`src/design/dma_pkg.sv`:
```
`default_nettype none

package dma_pkg;

  // Bus widths
  localparam int unsigned DMA_ADDR_W     = 32;
  localparam int unsigned DMA_DATA_W     = 64;
  localparam int unsigned DMA_STRB_W     = DMA_DATA_W / 8;
  localparam int unsigned DMA_REG_ADDR_W = 6;
  localparam int unsigned DMA_ID_W       = 16;

  // Word buffer sizing
  localparam int unsigned DMA_FIFO_DEPTH = 4;
  localparam int unsigned DMA_PTR_W      = $clog2(DMA_FIFO_DEPTH);
  localparam int unsigned DMA_CNT_W      = $clog2(DMA_FIFO_DEPTH + 1);

  // Register map in byte offsets
  localparam logic [DMA_REG_ADDR_W-1:0] REG_SRC_ADDR  = 6'h00;
  localparam logic [DMA_REG_ADDR_W-1:0] REG_DST_ADDR  = 6'h08;
  localparam logic [DMA_REG_ADDR_W-1:0] REG_NUM_BYTES = 6'h10;
  localparam logic [DMA_REG_ADDR_W-1:0] REG_STATUS    = 6'h18;
  localparam logic [DMA_REG_ADDR_W-1:0] REG_NEXT_ID   = 6'h20;
  localparam logic [DMA_REG_ADDR_W-1:0] REG_DONE_ID   = 6'h28;

  typedef enum logic [1:0] {
    IDLE,
    COPY,
    DRAIN
  } dma_state_e;

  typedef struct packed {
    logic                      valid;
    logic                      write;
    logic [DMA_REG_ADDR_W-1:0] addr;
    logic [DMA_DATA_W-1:0]     wdata;
    logic [DMA_STRB_W-1:0]     wstrb;
  } reg_req_t;

  typedef struct packed {
    logic                  ready;
    logic [DMA_DATA_W-1:0] rdata;
    logic                  error;
  } reg_rsp_t;

  // One copy job as handed to the backend
  typedef struct packed {
    logic [DMA_ADDR_W-1:0] src_addr;
    logic [DMA_ADDR_W-1:0] dst_addr;
    logic [DMA_ADDR_W-1:0] num_words;
  } dma_req_t;

  typedef struct packed {
    logic                  req;
    logic                  we;
    logic [DMA_ADDR_W-1:0] addr;
    logic [DMA_DATA_W-1:0] wdata;
    logic [DMA_STRB_W-1:0] be;
  } mem_req_t;

  typedef struct packed {
    logic                  gnt;
    logic                  rvalid;
    logic [DMA_DATA_W-1:0] rdata;
  } mem_rsp_t;

endpackage : dma_pkg

`default_nettype wire
```
`src/design/dma_core_wrap.sv`:
```
`timescale 1ns/1ns
`default_nettype none

module dma_core_wrap import dma_pkg::*; (
  input  logic     clk_i,
  input  logic     rst_n_i,
  input  reg_req_t reg_req_i,
  output reg_rsp_t reg_rsp_o,
  output mem_req_t mem_req_o,
  input  mem_rsp_t mem_rsp_i
);

  dma_req_t dma_req;
  logic     dma_valid;
  logic     dma_ready;
  logic     backend_idle;
  logic     trans_complete;

  // Register slave holding one queued job
  dma_reg_frontend dma_reg_frontend_inst (
    .clk_i            ( clk_i          ),
    .rst_n_i          ( rst_n_i        ),
    .reg_req_i        ( reg_req_i      ),
    .reg_rsp_o        ( reg_rsp_o      ),
    .dma_req_o        ( dma_req        ),
    .dma_valid_o      ( dma_valid      ),
    .dma_ready_i      ( dma_ready      ),
    .backend_idle_i   ( backend_idle   ),
    .trans_complete_i ( trans_complete )
  );

  // Word copier on the memory port
  dma_backend dma_backend_inst (
    .clk_i            ( clk_i          ),
    .rst_n_i          ( rst_n_i        ),
    .dma_req_i        ( dma_req        ),
    .dma_valid_i      ( dma_valid      ),
    .dma_ready_o      ( dma_ready      ),
    .mem_req_o        ( mem_req_o      ),
    .mem_rsp_i        ( mem_rsp_i      ),
    .idle_o           ( backend_idle   ),
    .trans_complete_o ( trans_complete )
  );

endmodule : dma_core_wrap

`default_nettype wire

```
`src/design/dma_reg_frontend.sv`:
```
`timescale 1ns/1ns
`default_nettype none

module dma_reg_frontend import dma_pkg::*; (
  input  logic     clk_i,
  input  logic     rst_n_i,
  input  reg_req_t reg_req_i,
  output reg_rsp_t reg_rsp_o,
  output dma_req_t dma_req_o,
  output logic     dma_valid_o,
  input  logic     dma_ready_i,
  input  logic     backend_idle_i,
  input  logic     trans_complete_i
);

  logic [DMA_DATA_W-1:0] src_addr_q;
  logic [DMA_DATA_W-1:0] dst_addr_q;
  logic [DMA_DATA_W-1:0] num_bytes_q;
  logic [DMA_ID_W-1:0]   next_id_q;
  logic [DMA_ID_W-1:0]   done_id_q;
  logic [DMA_ADDR_W-1:0] num_words;

  logic                  rsp_ready_q;
  logic                  rsp_error_q;
  logic [DMA_DATA_W-1:0] rsp_rdata_q;
  logic                  rsp_error_d;
  logic [DMA_DATA_W-1:0] rsp_rdata_d;

  logic                  dma_valid_q;
  dma_req_t              dma_req_q;

  logic                  next_id_rd;
  logic                  launch_blocked;
  logic                  access;
  logic                  launch;
  logic                  busy;
  logic                  wr_src;
  logic                  wr_dst;
  logic                  wr_bytes;

  // Merge write data into a register under byte strobes
  function automatic logic [DMA_DATA_W-1:0] apply_strb(
    input logic [DMA_DATA_W-1:0] old_val,
    input logic [DMA_DATA_W-1:0] wdata,
    input logic [DMA_STRB_W-1:0] strb
  );
    logic [DMA_DATA_W-1:0] res;
    res = old_val;
    for (int i = 0; i < DMA_STRB_W; i++) begin
      if (strb[i]) begin
        res[8*i +: 8] = wdata[8*i +: 8];
      end
    end
    return res;
  endfunction

  // ID 0 means rejected, so counters skip it on wrap
  function automatic logic [DMA_ID_W-1:0] id_inc(input logic [DMA_ID_W-1:0] id);
    if (id == '1) begin
      return {{(DMA_ID_W-1){1'b0}}, 1'b1};
    end
    return id + 1'b1;
  endfunction

  // Byte count rounded down to whole words
  assign num_words = num_bytes_q[DMA_ADDR_W+2:3];

  assign busy           = dma_valid_q || !backend_idle_i;
  assign next_id_rd     = reg_req_i.valid && !reg_req_i.write && (reg_req_i.addr == REG_NEXT_ID);
  assign launch_blocked = dma_valid_q && !dma_ready_i;

  // Skip the response cycle itself, and hold off a launch while one is still queued
  assign access = reg_req_i.valid && !rsp_ready_q && !(next_id_rd && launch_blocked);
  assign launch = access && next_id_rd && (num_words != '0);

  always_comb begin
    rsp_rdata_d = '0;
    rsp_error_d = 1'b0;
    wr_src      = 1'b0;
    wr_dst      = 1'b0;
    wr_bytes    = 1'b0;
    case (reg_req_i.addr)
      REG_SRC_ADDR: begin
        rsp_rdata_d = src_addr_q;
        wr_src      = reg_req_i.write;
      end
      REG_DST_ADDR: begin
        rsp_rdata_d = dst_addr_q;
        wr_dst      = reg_req_i.write;
      end
      REG_NUM_BYTES: begin
        rsp_rdata_d = num_bytes_q;
        wr_bytes    = reg_req_i.write;
      end
      REG_STATUS: begin
        rsp_rdata_d = {{(DMA_DATA_W-1){1'b0}}, busy};
        rsp_error_d = reg_req_i.write;
      end
      REG_NEXT_ID: begin
        rsp_rdata_d = launch ? {{(DMA_DATA_W-DMA_ID_W){1'b0}}, next_id_q} : '0;
        rsp_error_d = reg_req_i.write;
      end
      REG_DONE_ID: begin
        rsp_rdata_d = {{(DMA_DATA_W-DMA_ID_W){1'b0}}, done_id_q};
        rsp_error_d = reg_req_i.write;
      end
      default: begin
        rsp_error_d = 1'b1;
      end
    endcase
  end

  always_ff @(posedge clk_i or negedge rst_n_i) begin
    if (!rst_n_i) begin
      src_addr_q  <= '0;
      dst_addr_q  <= '0;
      num_bytes_q <= '0;
      next_id_q   <= {{(DMA_ID_W-1){1'b0}}, 1'b1};
      done_id_q   <= '0;
      rsp_ready_q <= 1'b0;
      rsp_error_q <= 1'b0;
      dma_valid_q <= 1'b0;
    end else begin
      rsp_ready_q <= access;
      if (access) begin
        rsp_error_q <= rsp_error_d;
      end
      if (access && wr_src) begin
        src_addr_q <= apply_strb(src_addr_q, reg_req_i.wdata, reg_req_i.wstrb);
      end
      if (access && wr_dst) begin
        dst_addr_q <= apply_strb(dst_addr_q, reg_req_i.wdata, reg_req_i.wstrb);
      end
      if (access && wr_bytes) begin
        num_bytes_q <= apply_strb(num_bytes_q, reg_req_i.wdata, reg_req_i.wstrb);
      end
      if (launch) begin
        next_id_q   <= id_inc(next_id_q);
        dma_valid_q <= 1'b1;
      end else if (dma_ready_i) begin
        dma_valid_q <= 1'b0;
      end
      if (trans_complete_i) begin
        done_id_q <= id_inc(done_id_q);
      end
    end
  end

  always_ff @(posedge clk_i) begin
    if (access) begin
      rsp_rdata_q <= rsp_rdata_d;
    end
    if (launch) begin
      dma_req_q.src_addr  <= src_addr_q[DMA_ADDR_W-1:0];
      dma_req_q.dst_addr  <= dst_addr_q[DMA_ADDR_W-1:0];
      dma_req_q.num_words <= num_words;
    end
  end

  assign reg_rsp_o.ready = rsp_ready_q;
  assign reg_rsp_o.rdata = rsp_rdata_q;
  assign reg_rsp_o.error = rsp_error_q;
  assign dma_req_o       = dma_req_q;
  assign dma_valid_o     = dma_valid_q;

endmodule : dma_reg_frontend

`default_nettype wire

```
`src/design/dma_backend.sv`:
```
`timescale 1ns/1ns
`default_nettype none

module dma_backend import dma_pkg::*; (
  input  logic     clk_i,
  input  logic     rst_n_i,
  input  dma_req_t dma_req_i,
  input  logic     dma_valid_i,
  output logic     dma_ready_o,
  output mem_req_t mem_req_o,
  input  mem_rsp_t mem_rsp_i,
  output logic     idle_o,
  output logic     trans_complete_o
);

  dma_state_e            state_q;
  dma_state_e            state_d;

  logic [DMA_ADDR_W-1:0] src_q;
  logic [DMA_ADDR_W-1:0] dst_q;
  logic [DMA_ADDR_W-1:0] rd_left_q;
  logic [DMA_ADDR_W-1:0] wr_left_q;
  // Buffer slots neither filled nor promised to an outstanding read
  logic [DMA_CNT_W-1:0]  credit_q;

  logic                  req_q;
  logic                  we_q;
  logic [DMA_ADDR_W-1:0] addr_q;
  logic [DMA_DATA_W-1:0] wdata_q;
  logic                  complete_q;

  logic                  accept;
  logic                  slot_free;
  logic                  issue_wr;
  logic                  issue_rd;
  logic [DMA_DATA_W-1:0] fifo_rdata;
  logic                  fifo_empty;

  assign accept    = dma_valid_i && (state_q == IDLE);
  // Request register may be reloaded once empty or granted
  assign slot_free = !req_q || mem_rsp_i.gnt;

  // Writes win the port whenever a word is buffered
  assign issue_wr = slot_free && (state_q == COPY) && !fifo_empty;
  assign issue_rd = slot_free && (state_q == COPY) && fifo_empty &&
                    (rd_left_q != '0) && (credit_q != '0);

  always_comb begin
    state_d = state_q;
    case (state_q)
      IDLE: begin
        if (accept) begin
          state_d = (dma_req_i.num_words == '0) ? DRAIN : COPY;
        end
      end
      COPY: begin
        if (issue_wr && (wr_left_q == 1)) begin
          state_d = DRAIN;
        end
      end
      DRAIN: begin
        // Last write granted
        if (slot_free) begin
          state_d = IDLE;
        end
      end
      default: state_d = IDLE;
    endcase
  end

  always_ff @(posedge clk_i or negedge rst_n_i) begin
    if (!rst_n_i) begin
      state_q    <= IDLE;
      src_q      <= '0;
      dst_q      <= '0;
      rd_left_q  <= '0;
      wr_left_q  <= '0;
      credit_q   <= DMA_CNT_W'(DMA_FIFO_DEPTH);
      req_q      <= 1'b0;
      complete_q <= 1'b0;
    end else begin
      state_q    <= state_d;
      complete_q <= (state_q == DRAIN) && slot_free;
      if (slot_free) begin
        req_q <= issue_wr || issue_rd;
      end
      if (accept) begin
        src_q     <= dma_req_i.src_addr;
        dst_q     <= dma_req_i.dst_addr;
        rd_left_q <= dma_req_i.num_words;
        wr_left_q <= dma_req_i.num_words;
      end
      if (issue_rd) begin
        src_q     <= src_q + DMA_STRB_W;
        rd_left_q <= rd_left_q - 1'b1;
        credit_q  <= credit_q - 1'b1;
      end
      if (issue_wr) begin
        dst_q     <= dst_q + DMA_STRB_W;
        wr_left_q <= wr_left_q - 1'b1;
        credit_q  <= credit_q + 1'b1;
      end
    end
  end

  // Write data is taken from the buffer head as the word is popped
  always_ff @(posedge clk_i) begin
    if (issue_wr) begin
      we_q    <= 1'b1;
      addr_q  <= dst_q;
      wdata_q <= fifo_rdata;
    end else if (issue_rd) begin
      we_q    <= 1'b0;
      addr_q  <= src_q;
    end
  end

  dma_data_fifo dma_data_fifo_inst (
    .clk_i   ( clk_i            ),
    .rst_n_i ( rst_n_i          ),
    .push_i  ( mem_rsp_i.rvalid ),
    .data_i  ( mem_rsp_i.rdata  ),
    .pop_i   ( issue_wr         ),
    .data_o  ( fifo_rdata       ),
    .empty_o ( fifo_empty       ),
    .full_o  (                  )
  );

  assign mem_req_o.req   = req_q;
  assign mem_req_o.we    = we_q;
  assign mem_req_o.addr  = addr_q;
  assign mem_req_o.wdata = wdata_q;
  assign mem_req_o.be    = '1;

  assign dma_ready_o      = (state_q == IDLE);
  assign idle_o           = (state_q == IDLE) && !complete_q;
  assign trans_complete_o = complete_q;

endmodule : dma_backend

`default_nettype wire

```
`src/design/dma_data_fifo.sv`:
```
`timescale 1ns/1ns
`default_nettype none

module dma_data_fifo import dma_pkg::*; (
  input  logic                  clk_i,
  input  logic                  rst_n_i,
  input  logic                  push_i,
  input  logic [DMA_DATA_W-1:0] data_i,
  input  logic                  pop_i,
  output logic [DMA_DATA_W-1:0] data_o,
  output logic                  empty_o,
  output logic                  full_o
);

  logic [DMA_DATA_W-1:0] mem_q [DMA_FIFO_DEPTH];
  logic [DMA_PTR_W-1:0]  wr_ptr_q;
  logic [DMA_PTR_W-1:0]  rd_ptr_q;
  logic [DMA_CNT_W-1:0]  count_q;
  logic                  do_push;
  logic                  do_pop;

  function automatic logic [DMA_PTR_W-1:0] ptr_inc(input logic [DMA_PTR_W-1:0] ptr);
    if (ptr == DMA_PTR_W'(DMA_FIFO_DEPTH - 1)) begin
      return '0;
    end
    return ptr + 1'b1;
  endfunction

  assign empty_o = (count_q == '0);
  assign full_o  = (count_q == DMA_CNT_W'(DMA_FIFO_DEPTH));
  assign do_push = push_i && !full_o;
  assign do_pop  = pop_i && !empty_o;

  // Head word is visible without a pop
  assign data_o = mem_q[rd_ptr_q];

  always_ff @(posedge clk_i or negedge rst_n_i) begin
    if (!rst_n_i) begin
      wr_ptr_q <= '0;
      rd_ptr_q <= '0;
      count_q  <= '0;
    end else begin
      if (do_push) begin
        wr_ptr_q <= ptr_inc(wr_ptr_q);
      end
      if (do_pop) begin
        rd_ptr_q <= ptr_inc(rd_ptr_q);
      end
      case ({do_push, do_pop})
        2'b10:   count_q <= count_q + 1'b1;
        2'b01:   count_q <= count_q - 1'b1;
        default: count_q <= count_q;
      endcase
    end
  end

  always_ff @(posedge clk_i) begin
    if (do_push) begin
      mem_q[wr_ptr_q] <= data_i;
    end
  end

endmodule : dma_data_fifo

`default_nettype wire

```
`config.mk`:
```
export PLATFORM = sky130hd
export DESIGN_NAME = dma_core_wrap
export DESIGN_NICKNAME = d
export VERILOG_FILES = /design/src/design/dma_pkg.sv /design/src/design/dma_core_wrap.sv /design/src/design/dma_reg_frontend.sv /design/src/design/dma_backend.sv /design/src/design/dma_data_fifo.sv
export SDC_FILE = /design/constraint.sdc
export NUM_CORES = 1
export LEC_CHECK = 0
export BUFFER_PORTS_ARGS = -buffer_cell sky130_fd_sc_hd__buf_2
export CAP_MARGIN = 20
export CORE_MARGIN = 4
export CORE_UTILIZATION = 64
export DETAILED_ROUTE_END_ITERATION = 10
export GPL_TIMING_DRIVEN = 0
export PLACE_DENSITY = 0.85
export RECOVER_POWER = 25
export SETUP_SLACK_MARGIN = 0.15
export SLEW_MARGIN = 20
export SYNTH_ARGS = -nofsm -noshare
export SYNTH_HDL_FRONTEND = slang
export SYNTH_SLANG_ARGS = --single-unit
```
`constraint.sdc`:
```
create_clock -name clk_i -period 9.2 [get_ports clk_i]
set_input_delay 1.84 -clock clk_i [delete_from_list [all_inputs] [get_ports clk_i]]
set_output_delay 1.84 -clock clk_i [all_outputs]
set_load 0.1 [all_outputs]
```
==> metrics.txt <==
vias per inst 6.65; area of the core 54100 um^2; met2 wire len 49.4 mm; commonest cells after routing, fill and taps aside edfxtp_1 (512), dfrtp_1 (367), nand2_1 (317), buf_2 (253), mux2_2 (193); Sink Count 882; unrepaired setup endpoints after global routing false; WL final 98.2 mm; crit path cell chain buf_2 > nand2b_1 > nand3_1 > inv_1 > clkbuf_1 > clkbuf_1 > buf_2 > ha_1 > inv_1 > fa_1 > xor2_1 > nor2_1 > xor2_1; wl on met1 35.0 mm; crit-path max cell delay 0.75 ns; CTS Buffer Depth 3; Tmin final 5.36 ns; Tot GR Track Use 0.332; CTS buffer count 86; Detailed Routing Iterations Pass 1 7; Nets 2939; Max Clk Rate 187 MHz; Yosys reg bits 882; Hold Buf Count CTS 0; first-pass GRT wire length 148 mm; dpl cell area 38100 um^2; Pleak 16.5 nW; area of the die 58800 um^2; Starting Density 0.651; port bufs 310; max layer used met5; height of the die 243 um; root buffer cell clkbuf_16; routed len/inst 27.7 um; most common cell after layout, fill and taps aside edfxtp_1; worst vdd ir 0.336 mV; vias in the first global route 24.2k; Core Util, Final 0.756; Worst slew margin 0.281; EDFF count, synth 512; post-route cell area 40900 um^2; total congestion overflow 0; CTS tree built; final setup vio count 0; outcome finished, final reports clean; FF-to-FF path depth 12; total number of vias 23.6k; Clock Skews 0.0233 ns; Slew Limit Fails 0; drt first-iter violations 3090; min-delay worst type flop to flop; num rows 85; Post-Syn Instances 2357; Crit Path Class primary input to flop; Clk pin slew, worst setup/hold paths 0.06 ns; yosys warns 0; Synth Flop Type edfxtp_1; top cells by area, synth edfxtp_1 (44%), dfrtp_1 (26%), mux2_2 (6.2%); worst path required time 9.75 ns; # Post-CTS Setup Buffers 0; die extent in x 243 um; RePlAce Congestion 0.985; WP data arrival 5.91 ns; HPWL after DPL 65.8 mm; clk_lat worst skew 0.64 ns; leading area contributor after synthesis edfxtp_1; period utilisation layout 0.583; Tightest Pin Transition 1.07 ns; initial antenna violation count 11; Synth top area share 0.437; Worst path slowest cell clkbuf_1; area grow syn2layout 16.2%; Netlist cell types 65; WHS Path Cells 2; ys async rst share 0.418; PwrDens 305 nW/um^2; sequential-to-total area share from yosys stat 0.699; Avg Cell Area, Syn 14.9 um^2; Setup crit start kind primary input; final antenna-violating net count 0; DRC viols 0; Max H-tree Level 3; met3 WL post-DR 8.81 mm; Top-Level Pins 320; post-cts resize count 0; layout cell share with drive strength beyond 1 0.245; max-cap violations 0; Synth Cell Area 35200 um^2; Final Hold Viols 0; crit-path max FO 25; largest net degree at the start of global routing 105; CP endpoint kind flop
[cells in the mapped netlist, drive strengths merged (41+ instances only)]
master and instances:
mux4 64, a222oi 64, o311ai 41, clkbuf 70, edfxtp 512, nand2 318
nor2 51, mux2 193, o211ai 80, dfrtp 367, inv 69, nand3 96
buf 44
[worst max-delay path, delay by kind of cell]
family	cells	cell delay, ns
simple gates	3	0.58
xor+xnor	2	0.31
buf+inv	6	2.48
fa+ha+maj	2	0.69
[sequential cells by signal, indices dropped and copies added, names as in the netlist, 2 cells and up]
signal	count
dma_backend_inst.addr_q	32
dma_backend_inst.credit_q	3
dma_backend_inst.dma_data_fifo_inst.count_q	3
dma_backend_inst.dma_data_fifo_inst.mem_q	256
dma_backend_inst.dma_data_fifo_inst.rd_ptr_q	2
dma_backend_inst.dma_data_fifo_inst.wr_ptr_q	2
dma_backend_inst.dst_q	32
dma_backend_inst.rd_left_q	32
dma_backend_inst.src_q	32
dma_backend_inst.state_q	2
dma_backend_inst.wdata_q	64
dma_backend_inst.wr_left_q	32
dma_reg_frontend_inst.dma_req_o	96
dma_reg_frontend_inst.done_id_q	16
dma_reg_frontend_inst.dst_addr_q	64
dma_reg_frontend_inst.next_id_q	16
dma_reg_frontend_inst.num_bytes_q	64
dma_reg_frontend_inst.rsp_rdata_q	64
dma_reg_frontend_inst.src_addr_q	64
[power breakdown]
group / internal (mW) / switching [mW]
combinational: 0.775 / 2.85
sequential: 4.93 / 0.283
clock: 2.13 / 1.53
[per-layer routing]
| layer | up-vias | global-route usage |
|---|---|---|
| li1 | 9977 | - |
| met1 | 11900 | 0.417 |
| met2 | 1483 | 0.563 |
| met3 | 298 | 0.0684 |
| met4 | 6 | 0.153 |
| met5 | - | 0 |
[final cells by class]
class,count,area [um^2]
antenna,8,20.0
buffer,114,502
clock buffer,103,2300
clock inverter,56,632
fill,3109,13200
inverter,69,259
multi-input combinational,1299,9890
sequential,882,24600
tap,696,871
timing repair buffer,323,1820
[cells by family (layout without fill, tap and decap cells)]
logic type               after synthesis  after routing  share of synthesized area
AO/OA/AOI/OAI                        299            299                     0.0682
other                                  1             16                   0.000106
XOR/XNOR                              27             27                    0.00671
AND/OR/NAND/NOR                      688            688                     0.0943
flip-flops                           882            882                      0.699
buffers and inverters                183            665                     0.0215
multiplexers                         261            261                      0.104
adder cells (fa/ha/maj)               16             16                    0.00611
[final timing paths]
check	startpoint	endpoint	slack, ns
worst min-delay path	dma_backend_inst.we_q$_SDFFE_PP1P_	dma_backend_inst.we_q$_SDFFE_PP1P_	0.45
worst max-delay path	mem_rsp_i[65]	dma_backend_inst.dma_data_fifo_inst.count_q[2]$_DFFE_PN0P_	3.84
min in group asynchronous	rst_n_i	dma_reg_frontend_inst.src_addr_q[46]$_DFFE_PN0P_	1.03
worst min register to register	dma_backend_inst.we_q$_SDFFE_PP1P_	dma_backend_inst.we_q$_SDFFE_PP1P_	0.45
worst max register to register	dma_backend_inst.state_q[0]$_DFFE_PN0P_	dma_backend_inst.dma_data_fifo_inst.count_q[2]$_DFFE_PN0P_	4.67
max in group asynchronous	rst_n_i	dma_backend_inst.credit_q[2]$_DFFE_PN1P_	6.49
[metrics by stage]
stage / power, mW / setup TNS [ns] / hold slack [ns] / worst slack, ns / cells
after floorplan: 7.97 / 0 / 0.415 / 3.05 / 2364
after global placement: 8.72 / -228.27 / 0.429 / -0.666 / 3370
after detailed placement: 8.86 / 0 / 0.428 / 3.27 / 3383
after CTS: 12.5 / 0 / 0.453 / 3.91 / 3542
after global routing: 12.9 / 0 / 0.470 / 3.73 / 3548
final: 12.5 / 0 / 0.453 / 3.84 / 3550
Power figures use the tool's default switching activity.
